$ cat src/rtl/vz_pkg.sv
package vz_pkg;

	// One 16-bit bus address, read either as memory or as an I/O port
	typedef union packed {
		struct packed {
			logic [4:0]  page;   // 2 KB page, A15..A11
			logic [10:0] offset; // Byte within the page
		} mem;
		struct packed {
			logic [7:0] high;    // Upper byte, ignored by the port decode
			logic [7:0] port;    // Z80 style 8-bit port number
		} io;
	} vz_addr_u;

	// Memory map, in 2 KB pages
	localparam logic [4:0] PAGE_IO        = 5'h0D; // 6800-6FFF keyboard and latch
	localparam logic [4:0] PAGE_VRAM      = 5'h0E; // 7000-77FF
	localparam logic [4:0] PAGE_RAM_FIRST = 5'h0F; // 7800
	localparam logic [4:0] PAGE_RAM_LAST  = 5'h16; // Up to B7FF

	// I/O ports
	localparam logic [7:0] PORT_GFX_MODE = 8'h20; // Extended graphics mode
	localparam logic [7:0] PORT_JOY1_DIR = 8'h2E;
	localparam logic [7:0] PORT_JOY1_ARM = 8'h2D;
	localparam logic [7:0] PORT_JOY2_DIR = 8'h2B;
	localparam logic [7:0] PORT_JOY2_ARM = 8'h27;

	// Mode register after reset, GM = 010
	localparam logic [7:0] GFX_MODE_RESET = 8'h08;

	// Nothing drives the bus there
	localparam logic [7:0] UNMAPPED_DATA = 8'hFF;

	// RAM sizes
	localparam int RAM_ADDR_W  = 14; // 16 KB main RAM
	localparam int VRAM_ADDR_W = 11; // 2 KB video RAM

endpackage
$ cat src/rtl/vz_io_ports.sv
`timescale 1ns/1ns

module vz_io_ports #(
	parameter bit GFX_MODE_EN = 1'b1 // Port 20h mode register present
) (
	input  logic       CLK50MHZ,
	input  logic       RESET_N,
	input  logic [7:0] dat_i,
	input  logic       latch_we_i,
	input  logic       gfx_we_i,
	input  logic [7:0] port_i,
	input  logic [4:0] joy1_i,  // Bit 0 up, 1 down, 2 left, 3 right, 4 fire
	input  logic [4:0] joy2_i,
	input  logic       arm1_i,
	input  logic       arm2_i,
	output logic [7:0] joy_dat_o,
	output logic       joy_hit_o,
	output logic [1:0] spk_o,
	output logic       cass_out_o,
	output logic       ag_o,
	output logic       css_o,
	output logic [2:0] gfx_mode_o
);
	import vz_pkg::*;

	// Output latch at 6800, only the wired bits kept
	always_ff @(posedge CLK50MHZ or negedge RESET_N)
	begin
		if (!RESET_N)
		begin
			spk_o      <= 2'b00;
			cass_out_o <= 1'b0;
			ag_o       <= 1'b0;
			css_o      <= 1'b0;
			gfx_mode_o <= GFX_MODE_RESET[4:2];
		end
		else
		begin
			if (latch_we_i)
			begin
				spk_o      <= {dat_i[0], dat_i[5]}; // Push-pull speaker pair
				cass_out_o <= dat_i[2];
				ag_o       <= dat_i[3]; // Alpha or graphics
				css_o      <= dat_i[4]; // Colour set
			end
			if (gfx_we_i && GFX_MODE_EN)
				gfx_mode_o <= dat_i[4:2];
		end
	end

	// Joystick ports read active low
	always_comb
	begin
		joy_hit_o = 1'b1;
		case (port_i)
			PORT_JOY1_DIR: joy_dat_o = {3'b111, ~joy1_i};
			PORT_JOY1_ARM: joy_dat_o = {3'b111, ~arm1_i, 4'b1111};
			PORT_JOY2_DIR: joy_dat_o = {3'b111, ~joy2_i};
			PORT_JOY2_ARM: joy_dat_o = {3'b111, ~arm2_i, 4'b1111};
			default:
			begin
				joy_hit_o = 1'b0;
				joy_dat_o = UNMAPPED_DATA;
			end
		endcase
	end

endmodule

$ cat config.mk
export PLATFORM = sky130hd
export DESIGN_NAME = vz_io_ports
export DESIGN_NICKNAME = d
export VERILOG_FILES = /design/src/rtl/vz_pkg.sv /design/src/rtl/vz_io_ports.sv
export SDC_FILE = /design/constraint.sdc
export NUM_CORES = 1
export LEC_CHECK = 0
export BUFFER_PORTS_ARGS = -buffer_cell sky130_fd_sc_hd__buf_4
export CAP_MARGIN = 20
export CORE_UTILIZATION = 25
export DETAILED_ROUTE_END_ITERATION = 7
export HOLD_SLACK_MARGIN = 0.02
export PLACE_DENSITY = 0.63
export RECOVER_POWER = 50
export SETUP_SLACK_MARGIN = 0.3
export SLEW_MARGIN = 20
export SYNTH_ARGS = -nofsm -noshare
export SYNTH_HDL_FRONTEND = slang
export SYNTH_SLANG_ARGS = --single-unit
$ cat constraint.sdc
create_clock -name CLK50MHZ -period 1.7 [get_ports CLK50MHZ]
set_input_delay 0.17 -clock CLK50MHZ [delete_from_list [all_inputs] [get_ports CLK50MHZ]]
set_output_delay 0.17 -clock CLK50MHZ [all_outputs]
set_load 0.02 [all_outputs]
; ---- After elaboration in Yosys (flattened, before gate mapping)
; Index checks and enable logic that the tools add are counted.
[op_classes]
reduce_logical = 1
n_eq_ne = 4
bitwise = 4
n_mux = 2
[op_table]
columns = cell, n
row1 = == test 8 x 6 -> 1 bit (second input constant), 4
row2 = one-hot mux 5 bit (4 select lines), 1
row3 = NOT 5 bit, 2
row4 = OR reduction 4 bit, 1
row5 = NOT 1 bit, 2
row6 = two-way mux 1 bit, 1
[word_totals]
register_bits = 8

; ---- Depth between registers and ports, before layout
[logic_depth]
depth_word = 3
depth_mapped = 3
ltp_nobuf = 3

; ---- Worst setup path before layout
; OpenSTA, ideal clock, no wires.
[synth_path]
kind = input-to-output
from = input port_i[4]
to = output joy_dat_o[0]
n_path_buf = 0
t_arrival_ps = 1124
stages = 3
path_slack_ps = 406
cell_sequence = or4b_4 -> a21oi_2 -> o221ai_1
[synth_via]
elab_chain_len = 2
elab_cells_between_ends = 5
[synth_rtl]
columns = item, line
row1 = "start, declared", vz_io_ports.sv:11  ; input logic [7:0] port_i,
row2 = == test 8 x 6 -> 1 bit, vz_io_ports.sv:55  ; case (port_i)
row3 = one-hot mux 5 bit (4 select lines) (*), vz_io_ports.sv:55
row4 = "end, declared", vz_io_ports.sv:16  ; output logic [7:0] joy_dat_o,
; Every way passes the cells marked *; elsewhere a longest branch is shown, timed or not.

; ---- Worst setup path after layout
; Ends and elaborated chain as after synthesis.

==> metrics <==
run status=finished, final reports clean; die area=0.00217 mm^2; chip height=46.6 um; clk slew on worst S/H paths=roughly 0.05 ns; number of remaining DRC errors=0; register area=201 um^2; Crit. End Element=output port; # rows=15; register bit count reported by yosys=8; grt total ovfl=0; dpl hpwl=1080 um; CORE AREA=around 0.0018 mm^2; Max-Cap Viols=0; die width=between 40 and 50 um; initial antenna violation count=0; slowest CP cell=or4b_4; Final Net Count=122; critical path's top delay family=simple AND/OR/NAND/NOR gates; CP Max Fanout=4; first-iteration detailed-routing DRC count=9; Logic pwr share=32.1%; IO Port Bufs=between 40 and 50; Yosys cell types=16; Final Non-Filler Cells=approximately 110; sw frac=28.2%; Crit Path Category=primary input to output port; yosys warns=0; commonest non-fill, non-tap cell in the layout=buf_4; Min Clock Period, post-route=roughly 1.5 ns; total wire length=approximately 1400 um; startpoint of the worst hold path=dat_i[0]; DR vias=approximately 520; Setup TNS=0 ns; Starting Density=27.6%; period utilization=87.4%; Switch Pwr=157 uW; Layout area overhead=86.4%; Top Ports=49; Clk pwr share=28.3%; CP arrival=between 1 and 1.5 ns; Num CTS Buffers=3; most frequent cells in the layout=buf_4 (41), mux2_2 (8), dfrtp_1 (7), o221ai_2 (4), nor3b_1 (4); Slew Viols, Final=0; Via density=between 4 and 5; CTS sink cnt=8; Avg WL per Cell=between 10 and 15 um; Setup Skew=0 ns; Post-Synthesis Cells=40; Mapped Area=498 um^2; CP Buf/Inv Count=2; Avg Cell Area, Syn=roughly 12 um^2; area of the multi-input gates=roughly 310 um^2; largest net degree at the start of global routing=9; crit path cell chain=buf_6 > or4b_4 > a21oi_4 > o221ai_2 > buf_4; Tot Pwr=557 uW; placed cell count=106; Root Buffer=clkbuf_4; total track usage=about an eighth; drt first pass iters=4; Pleak=0.415 nW; layout cells sized above 1=between 70% and 80%; PwrDens=approximately 600 mW/mm^2; Setup crit start kind=primary input; CTS tree=built; Finish-stage setup viols=0; Critical Path RT=roughly 1.5 ns; Antenna Violating Nets Remaining=0; sequential element share of the synthesized area=40.5%; Highest Clock Rate=673 MHz; worst-case hold slack=0.140 ns; Inserted Diodes=0; worst setup path startpoint=port_i[4]; fillers=171; Seq pwr share=39.6%; global placement routability congestion=0.707; vias in the first global route=402; HP Class=primary input to flop; Internal=400 uW; clock buffer depth=2; worst r2r src=ag_o; Crit path largest cell delay=0.55 ns; Peak VDD IR=0.000477 V; Clock Latency Late Sink=0.26 ns; Final Hold Viols=0; RSZ-0062 raised after global routing=true; H-tree Lvls=1; first-pass GRT wire length=1910 um
[final timing paths]
kind / endpoint / slack, ns / cells past startpoint
setup / recovery: joy_dat_o[0] / 0.21 / 5
hold / removal: spk_o[1] / 0.14 / 2
setup reg to reg: ag_o / 0.93 / 1
hold reg to reg: css_o / 0.51 / 1
max in group asynchronous: gfx_mode_o[1] / 1.01 / 2
min in group asynchronous: spk_o[1] / 0.36 / 2
[registers in the layout (all words and copies together) (netlist names)]
| signal | flops |
|---|---|
| spk_o | 2 |
| css_o | 1 |
| ag_o | 1 |
| gfx_mode_o | 3 |
| cass_out_o | 1 |
[per-stage QoR]
step	utilization [%]	setup WS, ns	area, um^2
4_1_cts	51.1	0.226	921
6_report	51.5	0.215	928
3_5_place_dp	46.0	0.190	830
3_3_place_gp	46.0	0.213	830
2_1_floorplan	-	0.406	505
5_1_grt	51.5	0.177	928
[per-layer routing]
layer	part of all wire [%]	vias up	track usage (%)
met5	0	-	0
met3	5.6	3	4.71
met2	51	15	17.2
met4	0.57	0	6.86
met1	43	244	18.7
li1	-	253	-
[cells by family (layout without fill, tap and decap cells)]
family | Yosys count | count (layout) | synth area share (%)
compound gates | 8 | 8 | 13.3
xor+xnor | 1 | 1 | 1.76
buf+inv | 3 | 50 | 4.52
flops | 8 | 8 | 40.5
mux | 8 | 8 | 18.1
other cells | 1 | 3 | 0.753
simple gates | 11 | 11 | 21.1
[synth_stat cells, drive strengths merged]
| cell type | n | area share, % |
|---|---|---|
| o21bai | 1 | 1.5 |
| and2b | 1 | 1.5 |
| mux2 | 8 | 18 |
| or4b | 1 | 2.8 |
| xnor2 | 1 | 1.8 |
| dfstp | 1 | 5.3 |
| conb | 1 | 0.75 |
| o211ai | 2 | 3.0 |
| a21oi | 1 | 1.8 |
| o221ai | 4 | 7.0 |
| buf | 3 | 4.5 |
| dfrtp | 7 | 35 |
| nand4b | 4 | 10 |
| nor3b | 4 | 6.0 |
| nand2 | 1 | 0.75 |
[layout make-up]
cell class | count | share of cell area [%]
Timing Repair Buffer | 46 | 38.3
Multi-Input combinational cell | 31 | 33.8
Sequential cell | 8 | 21.7
Tap cell | 25 | 3.37
Clock buffer | 4 | 2.83
[timing repair]
action,4_1_cts,5_1_grt
gates resized for setup,7,1
hold buffers,1,0
pin swaps,1,1
hold endpoints to repair,8,0
buffers inserted,2,1
endpoints found under the setup margin,4,4
[power groups by stage]
stage          registers, mW  logic [mW]  clock network, mW
2_1_floorplan          0.248      0.0487                  0
3_3_place_gp           0.223       0.167                  0
3_5_place_dp           0.224       0.169                  0
4_1_cts                0.221       0.179              0.162
5_1_grt                0.222       0.190              0.176
6_report               0.221       0.179              0.158
Note: power is estimated with default switching activity, not from simulation.
