File: src/rtl/vz_frame_irq.sv
`timescale 1ns/1ns

module vz_frame_irq #(
	parameter int FRAME_CYCLES = 1000000, // 20 ms at 50 MHz
	parameter int IRQ_CYCLES   = 3200
) (
	input  logic CLK50MHZ,
	input  logic RESET_N,
	output logic irq_o
);

	localparam int CNT_W = $clog2(FRAME_CYCLES);

	logic [CNT_W-1:0] cnt_q;

	// Free running frame counter
	always_ff @(posedge CLK50MHZ or negedge RESET_N)
	begin
		if (!RESET_N)
			cnt_q <= '0;
		else if (cnt_q == CNT_W'(FRAME_CYCLES - 1))
			cnt_q <= '0;
		else
			cnt_q <= cnt_q + 1'b1;
	end

	// Pulse at the start of each frame, so high straight out of reset
	assign irq_o = (cnt_q < CNT_W'(IRQ_CYCLES));

endmodule

File: config.mk
export PLATFORM = sky130hd
export DESIGN_NAME = vz_frame_irq
export DESIGN_NICKNAME = d
export VERILOG_FILES = /design/src/rtl/vz_frame_irq.sv
export SDC_FILE = /design/constraint.sdc
export NUM_CORES = 1
export LEC_CHECK = 0
export BUFFER_PORTS_ARGS = -buffer_cell sky130_fd_sc_hd__buf_2
export CAP_MARGIN = 25
export CORE_MARGIN = 5
export CORE_UTILIZATION = 54
export DETAILED_ROUTE_END_ITERATION = 16
export PLACE_DENSITY_LB_ADDON = 0.3
export SKIP_CTS_REPAIR_TIMING = 1
export SLEW_MARGIN = 10
export SYNTH_ARGS = -nofsm -noshare
export SYNTH_HDL_FRONTEND = slang
export SYNTH_SLANG_ARGS = --single-unit
File: constraint.sdc
create_clock -name CLK50MHZ -period 4.7 [get_ports CLK50MHZ]
set_input_delay 0.94 -clock CLK50MHZ [delete_from_list [all_inputs] [get_ports CLK50MHZ]]
set_output_delay 0.94 -clock CLK50MHZ [all_outputs]
set_load 0.005 [all_outputs]
Yosys cells after proc, flatten, opt, wreduce, memory -nomap -nowiden

Index checks and enable logic that the tools add are counted.

Bits in registers: 20
Input port bits: 2
Output and inout bits: 1

$add $sub $neg: 1
$lt $le $gt $ge: 1
Equality and inequality tests: 1
Multiplexer cells: 1

Operator list:

| cell                                                         | count |
|---|---|
| adder 20 x 1 -> 20 bit, second input constant                | 1 |
| == test 20 bit, second input constant                        | 1 |
| less-than comparator 20 x 12 -> 1 bit, second input constant | 1 |
| 2-to-1 mux 20 bit                                            | 1 |

Longest topological paths before layout

Gate-level depths: netlist of the first run.

Depth after elaboration: 2
Depth in mapped cells: 6

Worst setup path before layout of the first run

OpenSTA, ideal clock, no wires.

Path kind: register to output
From: register cnt_q[13]
To: output port irq_o
Data arrival time: 0.930 ns
Required time: 3.760 ns
Path slack: 2.830 ns
Stages on the path, launching flop included: 4
Path through: dfrtp_1 -> nor3_1 -> nand3_1 -> nor3_1

Cells in the longest elaborated chain, start to end: 1

RTL lines:

| item                                  | line | source |
|---|---|---|
| start, declared                       | 14   | `logic [CNT_W-1:0] cnt_q;` |
| start signal, assigned                | 24   | `cnt_q <= cnt_q + 1'b1;` |
| less-than comparator 20 x 12 -> 1 bit | 28   | `assign irq_o = (cnt_q < CNT_W'(IRQ_CYCLES));` |
| end, declared                         | 9    | `output logic irq_o` |

Every way passes these cells.

Worst setup path after layout of the first run

Ends and elaborated chain as after synthesis.

==> results.yml, run 1 <==
placement:
  io_buffers: 2
  postPlaceCellArea_um2: 1050
  hpwl_um: 1300
  routabilityCongestion: 0.842
critical_path:
  worstPathMaxFanout: 3
  cp-start-kind: "flop"
  cp-end-kind: "output pin"
  reg2reg_depth: 5
  crit_arrival_ns: 1.41
  crit_type: "reg2out"
  required_ns: 3.76
finish:
  insertedDiodeCount: 0
  fin_area_um2: 1090
  drive_gt1_share_pct: 14.3
  layout-area-overhead-vs-synth_pct: 6.21
  largestRegisters: "cnt_q x20"
  final_common_cell: "dfrtp_1"
  largest_reg_flops: 20
  top_register: "cnt_q"
  final_nets: 102
  final_cell_mix: "dfrtp_1 (20), nor2_1 (13), xnor2_1 (9)"
sta:
  slew_headroom_pct: 52.4
  timing.final.crit_share_pct: 50.0
  hold_viol: 0
  grt_setup_unrepaired: "no"
  tns_ns: 0
  maxSlewViolCount: 0
  setup_viol: 0
  tightestPinTransition_ns: 0.713
  skew_ns: 0.00162
  fin_crit_ns: 2.35
  max_freq_mhz: 426
synthesis:
  ys_ff_latch: 20
  ys_async_sr_fraction_pct: 100
  yosysTopAreaCellShare_pct: 48.7
  avgSynthCellArea_um2: 11.0
  synth-edff-count: 0
  synthCells: 93
  seq_area_frac_synth_pct: 48.7
  synth_area_leader_cell: "dfrtp_1"
  synth_nets: 96
  synth.distinct_cells: 27
  synthTopCellsByArea: "dfrtp_1 (49%), xnor2_1 (7.7%), nor2_1 (4.8%)"
  ys_warn_count: 0
  syn-cell-area_um2: 1030
  yosys_most_used_dff: "dfrtp_1"
detailed_routing:
  drtIter0Drc: 8
  routed_wl_um: 1700
  num_vias: 676
  drtPass1Iterations: 4
  wl_per_cell_um: 13.8
  ant_nets: 0
  drc: 0
  viasPerCell: 5.50
global_routing:
  grtUsageMet1_pct: 19.1
  grt_max_degree: 21
  grt-ovfl-total: 0
  grt_usage_pct: 15.0
  met3_usage_pct: 3.32
  grt_pass1_wl_um: 3080
  grt.busiest_layer: "met2"
  grt_pass1_vias: 695
  globalRouteMet2Util_pct: 24.9
  antenna_found_initial: 0
run:
  cap_violations: 0
clock_tree:
  clk_latency_ns: 0.29
  h-tree-depth: 1
  clock-sinks: 20
  cts_tree: "yes"
  ctsLongestPathBuffers: 2
  clockRootBuffer: "clkbuf_4"
  path_clk_slew_ns: 0.11
  numCtsBuffers: 3
floorplanning:
  num_io_pins: 3
  die-width_um: 53.6
  chipHeight_um: 53.6
  rows: 15
  core_area_um2: 1760
  fp.dieArea_um2: 2870
  initial_core_util_pct: 58.2
worst_hold_path:
  hp-class: "reg2reg"
  holdPathStages: 1
power:
  fin_total_pwr_w: 0.000274
  max-vdd-ir-drop_uv: 190
  p_leak_nw: 0.512
  power_density_nw_per_um2: 252
run_status:
  status: "finished, final reports clean"
==> cell usage after synthesis (2+ instances only) <==
library cell / instances
nor4_4: 2
dfrtp_1: 20
nand4_4: 2
nor3_1: 6
nand4_1: 4
xor2_1: 5
nor2b_1: 2
nand2_1: 6
xnor2_1: 9
inv_1: 3
nand3_1: 6
nor2_1: 13
==> stage by stage <==
step	setup WS [ns]	std cells	utilization (%)	hold slack (ns)
after global routing	2.26	123	61.8	0.549
after CTS	2.34	123	61.8	0.511
after floorplan	2.83	93	-	0.451
after global placement	2.70	119	59.8	0.480
after detailed placement	2.67	119	59.8	0.494
final	2.35	123	61.8	0.506
==> where the power goes <==
part	switching, W	leakage [nW]	internal (W)
Sequential	0	0.265	0.000172
Combinational	0.00000309	0.226	0.000000300
Clock	0.0000519	0.0210	0.0000472
==> worst max-delay path, cell delays in order (launching register included) <==
cell     delay [ns]
dfrtp_1        0.45
nor3_1         0.27
nand3_1        0.10
nor3_1         0.16
buf_2          0.14
==> cell type report <==
type	count	area, µm²
fillers	166	673
multi-input cells	69	502
flip-flops and latches	20	500
clock buffers	4	36.3
well taps	25	31.3
inverters	3	11.3
repair buffers	2	10.0
==> routing by layer <==
metal,wire [µm],share of wire [%],vias to the layer above
met5,0,0,-
met4,23,1.4,0
met3,26,1.5,4
met2,806,47,6
met1,846,50,329
li1,-,-,337
==> cell families (layout without fill, tap and decap cells) <==
group	after synthesis	after routing	synth area share, %
buffers and inverters	4	9	2.44
multiplexers	2	2	2.07
adder cells (fa/ha/maj)	1	1	1.22
XOR/XNOR	14	14	11.9
AND/OR/NAND/NOR	48	48	30.9
flip-flops	20	20	48.7
AO/OA/AOI/OAI	4	4	2.68
==> worst paths after layout <==
| kind | startpoint | to | slack, ns |
|---|---|---|---|
| max | cnt_q[13] | irq_o | 2.35 |
| min | cnt_q[0] | cnt_q[0] | 0.51 |
| max reg2reg | cnt_q[0] | cnt_q[16] | 2.73 |
| min reg2reg | cnt_q[0] | cnt_q[0] | 0.51 |
| max in group asynchronous | RESET_N | cnt_q[0] | 3.84 |
| min in group asynchronous | RESET_N | cnt_q[6] | 0.56 |
Note: power is estimated with default switching activity, not from simulation.
==> inputs of run 2 (changes only) <==
- ABC_AREA: default -> 1
- clock period: 4.7 -> 2.25 ns (I/O delays scaled with it)
==> results.yml, run 2 <==
run_status:
  status: "finished, final reports clean"
detailed_routing:
  ant_nets: 0
  highest_layer: "met4"
  drtIter0Drc: 29
  num_vias: 973
  routed_wl_um: 2140
  wl_met3_um: 76
  wl_met1_um: 1060
  drc: 0
  wl_per_cell_um: 11.2
  viasPerCell: 5.09
  wl_met2_um: 965
  drtPass1Iterations: 4
placement:
  io_buffers: 2
  dp_slack_ns: 0.766
  dpl.cell_count: 188
  hpwl_um: 1690
  routabilityCongestion: 0.923
finish:
  final_nets: 169
  final_common_cell: "nand2_1"
  largest_reg_flops: 20
  final_core_util_pct: 61.1
  final_cells: 191
  drive_gt1_share_pct: 9.76
  largestRegisters: "cnt_q x20"
  layout-area-overhead-vs-synth_pct: 5.22
  final_cell_mix: "nand2_1 (35), nor2_1 (30), inv_1 (23)"
  top_register: "cnt_q"
  insertedDiodeCount: 0
global_routing:
  grt_pass1_vias: 917
  grt_pass1_wl_um: 3880
  grt-ovfl-total: 0
  grt_max_degree: 21
  grt_usage_pct: 15.1
  antenna_found_initial: 0
clock_tree:
  path_clk_slew_ns: 0.11
  ctsLongestPathBuffers: 2
  h-tree-depth: 1
  clockRootBuffer: "clkbuf_4"
  cts_tree: "yes"
  clk_latency_ns: 0.29
  numCtsBuffers: 3
  clock-sinks: 20
worst_hold_path:
  hp-class: "in2async"
critical_path:
  cp-end-kind: "output pin"
  path_cells: "nor2_1 > inv_1 > nor3_1 > nand2_1 > nor2_1 > buf_2"
  crit_type: "reg2out"
  max_stage_delay_ns: 0.44
  crit_arrival_ns: 1.35
  crit_path_frequent_cell: "nor2_1"
  reg2reg_depth: 6
  required_ns: 1.80
  cp-start-kind: "flop"
  slowest_stage: "dfrtp_1"
  worstPathMaxFanout: 5
synthesis:
  ys_ff_latch: 20
  ys_async_sr_fraction_pct: 100
  avgSynthCellArea_um2: 7.34
  synth_commonest_cells: "nand2_1 (35), nor2_1 (30), inv_1 (23)"
  synthTopCellsByArea: "dfrtp_1 (43%), nand2_1 (11%), nor2_1 (9.6%)"
  synth-edff-count: 0
  synth_area_leader_cell: "dfrtp_1"
  ys_warn_count: 0
  yosysTopAreaCellShare_pct: 42.6
  seq_area_frac_synth_pct: 42.6
  synth_most_common_cell: "nand2_1"
  syn-cell-area_um2: 1170
  synth.distinct_cells: 21
  yosys_most_used_dff: "dfrtp_1"
  synth_nets: 163
  synthCells: 160
sta:
  hold_viol: 0
  tightestPinTransition_ns: 0.414
  max_freq_mhz: 554
  skew_ns: 0.00299
  grt_setup_unrepaired: "no"
  timing.final.crit_share_pct: 80.2
  maxSlewViolCount: 0
  layout_setup_ws_ns: 0.446
  setup_viol: 0
  fin_crit_ns: 1.80
  tns_ns: 0
  slew_headroom_pct: 72.4
power:
  max-vdd-ir-drop_uv: 308
  fin_total_pwr_w: 0.000531
  p_leak_nw: 0.635
  power_density_nw_per_um2: 430
run:
  cap_violations: 0
floorplanning:
  rows: 16
  die-width_um: 56.6
  initial_core_util_pct: 58.1
  core_area_um2: 2020
  num_io_pins: 3
  fp.dieArea_um2: 3210
  chipHeight_um: 56.6
## run 2: cell count changes after synthesis, sizes merged, moves of 2 or more
cell   change
xnor2      -8
nor3       -4
a21oi      +3
nor2b      -2
nand2     +33
inv       +20
nor4       -3
nand4      -5
nand3      +8
xor2       +5
nor2      +23
and2       +2
## run 2: worst max-delay path, delay by kind of cell, from the launching register on
| kind | cells | cell delay (ns) |
|---|---|---|
| DFF | 1 | 0.44 |
| buffers and inverters | 2 | 0.19 |
| and+or+nand+nor | 4 | 0.43 |
## run 2: worst paths after layout
check	start	endpoint	slack (ns)
worst max-delay path	cnt_q[12]	irq_o	0.45
worst min-delay path	RESET_N	cnt_q[8]	0.07
worst max register to register	cnt_q[0]	cnt_q[17]	0.81
worst min register to register	cnt_q[7]	cnt_q[7]	0.55
max in group asynchronous	RESET_N	cnt_q[13]	1.89
min in group CLK50MHZ	cnt_q[7]	cnt_q[7]	0.55
## run 2: report_power, final
group | total, W | switching [W] | internal [W]
Clock | 0.000165 | 0.000103 | 0.0000623
Sequential | 0.000359 | 0 | 0.000359
Combinational | 0.00000682 | 0.00000619 | 0.000000627
Total | 0.000531 | 0.000109 | 0.000422
## run 2: cells by family (layout without fill, tap and decap cells)
kind of cell	count (synthesis)	in the layout	synth area share, %
DFF	20	20	42.6
buffers and inverters	24	28	7.77
AOI/OAI and AO/OA	6	6	2.56
and+or+nand+nor	98	98	37.8
xor gates and xnor gates	11	11	8.20
adders and majority gates	1	1	1.06
## run 2: routing by layer
layer  vias to the layer above  global-route usage [%]
met2                        18                    22.9
met5                         -                       0
met4                         0                    7.46
met1                       445                    20.6
li1                        504                       -
met3                         6                    2.29
## run 2: area by class of cell
| class | instances | area, µm² |
|---|---|---|
| fill | 191 | 786 |
| multi-input combinational | 116 | 583 |
| sequential | 20 | 500 |
| inverter | 23 | 86.3 |
| tap | 27 | 33.8 |
| clock buffer | 3 | 22.5 |
| timing repair buffer | 2 | 10.0 |
## run 2: per-stage QoR
| step | hold slack [ns] | area [µm²] |
|---|---|---|
| 2_1_floorplan | 0.154 | 1170 |
| 3_3_place_gp | 0.408 | 1210 |
| 3_5_place_dp | 0.413 | 1210 |
| 4_1_cts | 0.0822 | 1240 |
| 5_1_grt | 0.100 | 1240 |
| 6_report | 0.0679 | 1240 |
