### config.mk
export PLATFORM = sky130hd
export DESIGN_NAME = vz_bus_decode
export DESIGN_NICKNAME = d
export VERILOG_FILES = /design/src/rtl/vz_pkg.sv /design/src/rtl/vz_bus_decode.sv
export SDC_FILE = /design/constraint.sdc
export NUM_CORES = 1
export LEC_CHECK = 0
export BUFFER_PORTS_ARGS = -buffer_cell sky130_fd_sc_hd__buf_2
export CORE_AREA = 3 3 48 50
export CTS_BUF_LIST = sky130_fd_sc_hd__clkbuf_8
export CTS_CLUSTER_SIZE = 24
export DETAILED_ROUTE_END_ITERATION = 6
export DIE_AREA = 0 0 51 53
export PLACE_DENSITY = 0.83
export SLEW_MARGIN = 20
export SYNTH_ARGS = -nofsm -noshare
export SYNTH_HDL_FRONTEND = slang
export SYNTH_SLANG_ARGS = --single-unit
### constraint.sdc
create_clock -name CLK50MHZ -period 4.01 [get_ports CLK50MHZ]
set_clock_uncertainty 0.05 [all_clocks]
set_input_delay 0.6015 -clock CLK50MHZ [delete_from_list [all_inputs] [get_ports CLK50MHZ]]
set_output_delay 0.6015 -clock CLK50MHZ [all_outputs]
set_load 0.05 [all_outputs]
### src/rtl/vz_pkg.sv
package vz_pkg;

	// One 16-bit bus address, read either as memory or as an I/O port
	typedef union packed {
		struct packed {
			logic [4:0]  page;   // 2 KB page, A15..A11
			logic [10:0] offset; // Byte within the page
		} mem;
		struct packed {
			logic [7:0] high;    // Upper byte, ignored by the port decode
			logic [7:0] port;    // Z80 style 8-bit port number
		} io;
	} vz_addr_u;

	// Memory map, in 2 KB pages
	localparam logic [4:0] PAGE_IO        = 5'h0D; // 6800-6FFF keyboard and latch
	localparam logic [4:0] PAGE_VRAM      = 5'h0E; // 7000-77FF
	localparam logic [4:0] PAGE_RAM_FIRST = 5'h0F; // 7800
	localparam logic [4:0] PAGE_RAM_LAST  = 5'h16; // Up to B7FF

	// I/O ports
	localparam logic [7:0] PORT_GFX_MODE = 8'h20; // Extended graphics mode
	localparam logic [7:0] PORT_JOY1_DIR = 8'h2E;
	localparam logic [7:0] PORT_JOY1_ARM = 8'h2D;
	localparam logic [7:0] PORT_JOY2_DIR = 8'h2B;
	localparam logic [7:0] PORT_JOY2_ARM = 8'h27;

	// Mode register after reset, GM = 010
	localparam logic [7:0] GFX_MODE_RESET = 8'h08;

	// Nothing drives the bus there
	localparam logic [7:0] UNMAPPED_DATA = 8'hFF;

	// RAM sizes
	localparam int RAM_ADDR_W  = 14; // 16 KB main RAM
	localparam int VRAM_ADDR_W = 11; // 2 KB video RAM

endpackage
### src/rtl/vz_bus_decode.sv
`timescale 1ns/1ns

module vz_bus_decode (
	input  logic             CLK50MHZ,
	input  logic             RESET_N,
	input  logic             wb_cyc_i,
	input  logic             wb_stb_i,
	input  logic             wb_we_i,
	input  logic             io_sel_i,   // High for port cycles
	input  vz_pkg::vz_addr_u wb_adr_i,
	input  logic [7:0]       wb_dat_i,
	output logic [7:0]       wb_dat_o,
	output logic             wb_ack_o,
	output logic             ram_we_o,
	output logic             vram_we_o,
	output logic             latch_we_o,
	output logic             gfx_we_o,
	input  logic [7:0]       ram_dat_i,  // Registered inside the RAM
	input  logic [7:0]       vram_dat_i,
	input  logic [7:0]       kbd_dat_i,  // Combinational from address
	input  logic [7:0]       joy_dat_i,
	input  logic             joy_hit_i
);
	import vz_pkg::*;

	// Read source seen in the acknowledge cycle
	localparam logic [1:0] SEL_HOLD = 2'd0; // Captured keyboard, joystick or FFh
	localparam logic [1:0] SEL_RAM  = 2'd1;
	localparam logic [1:0] SEL_VRAM = 2'd2;

	logic       req;       // First cycle of an access
	logic       hit_kbd;
	logic       hit_vram;
	logic       hit_ram;
	logic       hit_gfx;
	logic       wr;
	logic [7:0] hold_dat;
	logic [7:0] hold_q;
	logic [1:0] sel_q;
	logic       ack_q;

	// A held strobe only restarts after the acknowledge cycle
	assign req = wb_cyc_i & wb_stb_i & ~ack_q;
	assign wr  = req & wb_we_i;

	// Memory view
	assign hit_kbd  = ~io_sel_i & (wb_adr_i.mem.page == PAGE_IO);
	assign hit_vram = ~io_sel_i & (wb_adr_i.mem.page == PAGE_VRAM);
	assign hit_ram  = ~io_sel_i & (wb_adr_i.mem.page >= PAGE_RAM_FIRST)
		& (wb_adr_i.mem.page <= PAGE_RAM_LAST);
	// Port view
	assign hit_gfx  = io_sel_i & (wb_adr_i.io.port == PORT_GFX_MODE);

	// Strobes land on the edge that raises ack
	assign ram_we_o   = wr & hit_ram;
	assign vram_we_o  = wr & hit_vram;
	assign latch_we_o = wr & hit_kbd; // Writes to 6800 page hit the latch
	assign gfx_we_o   = wr & hit_gfx;

	always_comb
	begin
		if (hit_kbd)
			hold_dat = kbd_dat_i;
		else if (io_sel_i & joy_hit_i)
			hold_dat = joy_dat_i;
		else
			hold_dat = UNMAPPED_DATA; // Mode register is write only
	end

	always_ff @(posedge CLK50MHZ or negedge RESET_N)
	begin
		if (!RESET_N)
		begin
			ack_q <= 1'b0;
			sel_q <= SEL_HOLD;
		end
		else
		begin
			ack_q <= req; // Exactly one wait state
			if (req)
				sel_q <= hit_ram ? SEL_RAM : hit_vram ? SEL_VRAM : SEL_HOLD;
		end
	end

	always_ff @(posedge CLK50MHZ)
		if (req)
			hold_q <= hold_dat;

	// RAM outputs are already one edge late, so they bypass hold_q
	always_comb
	begin
		case (sel_q)
			SEL_RAM:  wb_dat_o = ram_dat_i;
			SEL_VRAM: wb_dat_o = vram_dat_i;
			default:  wb_dat_o = hold_q;
		endcase
	end

	assign wb_ack_o = ack_q;

endmodule

After elaboration in Yosys (flattened, before gate mapping) --
Cells that the tools add are included. W data, S select, Z words.
Word-level totals: word-level logic and storage cells 30, input bits 63, flip-flop bits (word level) 11
Cells by class: muxes and demuxes 5, bitwise gates (word level) 15, equal/unequal tests 5, order comparisons 2
Operator list (count):
- $mux W8 | 2
- $pmux W8 S2 | 1
- $and A1 B1 Y1 | 13
- $eq A5 B4 Y1 const B | 2
- $eq A8 B6 Y1 const B | 1
- $ge A5 B4 Y1 const B | 1
- $le A5 B5 Y1 const B | 1
- $mux W2 | 2
- $eq A2 B1 Y1 const B | 1
- $eq A2 B2 Y1 const B | 1
- $not A1 Y1 | 2

Logic depth before layout (Yosys ltp) --
depth after elaboration 4, mapped depth 5

Least setup slack after synthesis --
No wires, ideal clock.
path type register to output, start reg ack_q (netlist: wb_ack_o), end out gfx_we_o, data required time 3.359 ns, cell stages (with the launch flop) 4, path slack 1.200 ns, arrival time 2.158 ns, path through dfrtp_1 -> nand4b_4 -> or4_4 -> nor4_2
On the way: word-level cells in the longest chain between the ends 4
Ends and longest elaborated chain:
- start: declaration | RTL line vz_bus_decode.sv:40 | logic ack_q;
- start signal: assignment | RTL line vz_bus_decode.sv:79 | ack_q <= req;
- $not A1 Y1 | RTL line vz_bus_decode.sv:43 | assign req = wb_cyc_i & wb_stb_i & ~ack_q;
- $and A1 B1 Y1 | RTL line vz_bus_decode.sv:43
- $and A1 B1 Y1 | RTL line vz_bus_decode.sv:44 | assign wr = req & wb_we_i;
- $and A1 B1 Y1 | RTL line vz_bus_decode.sv:58 | assign gfx_we_o = wr & hit_gfx;
- end: declaration | RTL line vz_bus_decode.sv:17 | output logic gfx_we_o,
No other way between the ends.

Worst setup path in the final report --
start in wb_cyc_i, end out gfx_we_o
On the way: word-level cells in the longest chain between the ends 4
Ends and longest elaborated chain:
- start: declaration | RTL line vz_bus_decode.sv:6 | input logic wb_cyc_i,
- $and A1 B1 Y1 (2 in a row) | RTL line vz_bus_decode.sv:43
- $and A1 B1 Y1 | RTL line vz_bus_decode.sv:44
- $and A1 B1 Y1 | RTL line vz_bus_decode.sv:58
No other way between the ends.

==> flow_metrics.py <==
metrics = {
    "run_status": {
        "outcome": "completed",
    },
    "die": {
        "initial_core_util_pct": 37.0,
        "coreArea_um2": 1940,
        "row_count": 16,
        "ios": 76,
        "die_area_um2": 2700,
        "chipWidth_um": 51,
        "die_h_um": 53,
    },
    "global_routing": {
        "grt_pass1_wl_mm": 3.33,
        "gr-usage-all-layers_pct": 16.5,
        "grt.overflow.total": 0,
        "antenna_found_initial": 0,
        "grt_max_degree": 17,
        "grt_pass1_vias": 796,
    },
    "sta": {
        "grt_setup_unrepaired": "false",
        "whs_ns": 0.102,
        "period_share_pct": 60.8,
        "worst_slew_pin_slew_ns": 0.385,
        "slew_violations": 0,
        "setup_tns_ns": 0,
        "maxSlewHeadroom_pct": 74.3,
        "max_freq_mhz": 410,
        "hold_viol_final": 0,
        "setup_viol": 0,
        "min_period_ns": 2.44,
    },
    "placement": {
        "dpl.hpwl_mm": 1.71,
        "portBuffers": 64,
        "gp_congestion": 0.691,
    },
    "power_and_ir_drop": {
        "p_per_area_nw_per_um2": 302,
        "power_frac_clock_pct": 31.6,
        "seq_power_share_pct": 39.1,
        "p_sw_w": 0.000102,
        "vdd_drop_max_mv": 0.216,
        "p_leak_nw": 0.528,
        "power_frac_comb_pct": 29.3,
        "internal_power_w": 0.000232,
        "swShare_pct": 30.7,
    },
    "synth": {
        "synth-edff-count": 8,
        "synth_top_area_cell": "edfxtp_1",
        "yosysMostFrequentCell": "nand2_1",
        "syn-num-nets": 135,
        "synthDistinctLibCells": 21,
        "ys_seq_area_share_pct": 43.9,
        "synth-seq-cells": 11,
        "yosys-top-cells-area": "edfxtp_1 (33%), dfrtp_1 (10%), o22a_1 (9.8%), a22oi_1 (8.4%), o21ai_0 (6.3%)",
        "yosysWarnings": 0,
        "synth_top_area_share_pct": 33.4,
        "synthFlopType": "edfxtp_1",
        "netlist_top_cells_count": "nand2_1 (11), o21ai_0 (9), a22oi_1 (8), edfxtp_1 (8), o22a_1 (8)",
        "async_flop_share_pct": 27.3,
        "avgSynthCellArea_um2": 10.3,
        "synth_area_um2": 718,
        "synth_cells": 70,
    },
    "route": {
        "viasPerCell": 5.07,
        "detail_route.iter0.violations": 19,
        "met2_length_mm": 1.03,
        "wl_met1_um": 776,
        "wl_met3_um": 162,
        "drc": 0,
        "top_layer": "met4",
        "routed_wl_mm": 1.98,
        "num_vias": 822,
        "wl_per_cell_um": 12.2,
        "final_antenna_net_count": 0,
        "drtPass1Iterations": 4,
    },
    "clock_network": {
        "cts.path.max_buffers": 2,
        "cts_setup_buffers": 0,
        "tritoncts": "built",
        "numClockSinks": 11,
        "cts_resized": 0,
        "cts_hold_buf": 0,
        "clk_pin_slew_ns": 0.05,
        "clk_latency_ns": 0.23,
        "cts_buffers": 3,
        "cts-root-buf": "clkbuf_8",
        "htree_levels": 1,
    },
    "layout": {
        "syn2layout_area_growth_pct": 54.0,
        "antenna_cells": 0,
        "nFillCells": 188,
        "drive_gt1_share_pct": 51.9,
        "layout.nets": 201,
    },
    "worst_setup_path": {
        "critPathArrivalTime_ns": 1.79,
        "start_kind": "input port",
        "worstSetupPathType": "input port to output pin",
        "crit_fanout": 4,
        "crit_required_ns": 3.36,
        "end_kind": "output pin",
    },
    "job": {
        "cap_violations": 0,
    },
    "worst_hold_path": {
        "hold_path.class": "input port to asynchronous set/reset pin",
    },
}
==> layout make-up <==
class                   count  area [µm²]  share of cell area, %
flip-flops and latches     11         315                   28.5
clock inverters             1        3.75                  0.339
repair buffers             64         320                   29.0
well taps                  27        33.8                   3.05
inverters                   3        11.3                   1.02
clock buffers               3        41.3                   3.73
multi-input cells          53         380                   34.4
==> worst paths after layout <==
kind,endpoint,cells past startpoint,slack (ns),start
setup / recovery,gfx_we_o,5,1.57,wb_cyc_i
hold / removal,sel_q[0],1,0.10,RESET_N
max in group asynchronous,sel_q[1],1,3.70,RESET_N
hold reg to reg,sel_q[1],2,0.49,sel_q[1]
min in group CLK50MHZ,sel_q[1],2,0.49,sel_q[1]
setup reg to reg,hold_q[3],2,2.68,wb_ack_o
==> state kept, by name (all words and copies together) (netlist names) <==
name / count
wb_ack_o: 1
sel_q: 2
hold_q: 8
==> power by group through the flow <==
| stage | logic, W | clock network (W) | registers [W] |
|---|---|---|---|
| 2_1_floorplan | 0.0000559 | 0 | 0.000134 |
| 3_3_place_gp | 0.0000959 | 0 | 0.000132 |
| 3_5_place_dp | 0.0000983 | 0 | 0.000133 |
| 4_1_cts | 0.0000986 | 0.000108 | 0.000131 |
| 5_1_grt | 0.000106 | 0.000119 | 0.000131 |
| 6_report | 0.0000978 | 0.000106 | 0.000131 |
==> placed cells by master (no fill, tap or decap) <==
cell type,instances
mux2i_1,1
nand4b_4,1
dfrtp_1,3
edfxtp_1,8
and4bb_1,1
o22a_1,8
nand4bb_1,1
ha_1,2
nand3b_1,3
nand2_1,11
and4_1,1
o31ai_1,1
inv_1,4
a31oi_1,1
o21ai_0,9
clkbuf_8,3
or4_4,1
a22oi_1,8
nor3_1,1
buf_2,64
nor2_1,2
nor4_2,1
==> metal layers <==
metal	track usage, %	vias to the layer above
met3	4.23	2
met5	0	-
li1	-	406
met4	6.73	0
met1	18.7	374
met2	29.4	40
==> kinds of logic after synthesis <==
kind of cell / synth area share (%)
AOI/OAI and AO/OA: 26.3
adders and majority gates: 3.48
buffers and inverters: 3.14
DFF: 43.9
muxes: 1.39
and+or+nand+nor: 21.8
==> per-stage QoR <==
stage / total power (W) / util, % / cells / area (µm²) / worst slack [ns]
final: 0.000334 / 57.0 / 162 / 1110 / 1.57
after global routing: 0.000356 / 57.0 / 162 / 1110 / 1.53
after CTS: 0.000338 / 57.0 / 162 / 1110 / 1.58
after detailed placement: 0.000231 / 54.6 / 158 / 1060 / 1.58
after global placement: 0.000228 / 54.6 / 158 / 1060 / 1.62
after floorplan: 0.000190 / - / 70 / 718 / 1.20
==> critical path, cell delays in order <==
cell and delay [ns]:
buf_2 0.11, nand4b_4 0.13, or4_4 0.50, nor4_2 0.14, buf_2 0.30
Note: power is estimated with default switching activity, not from simulation.
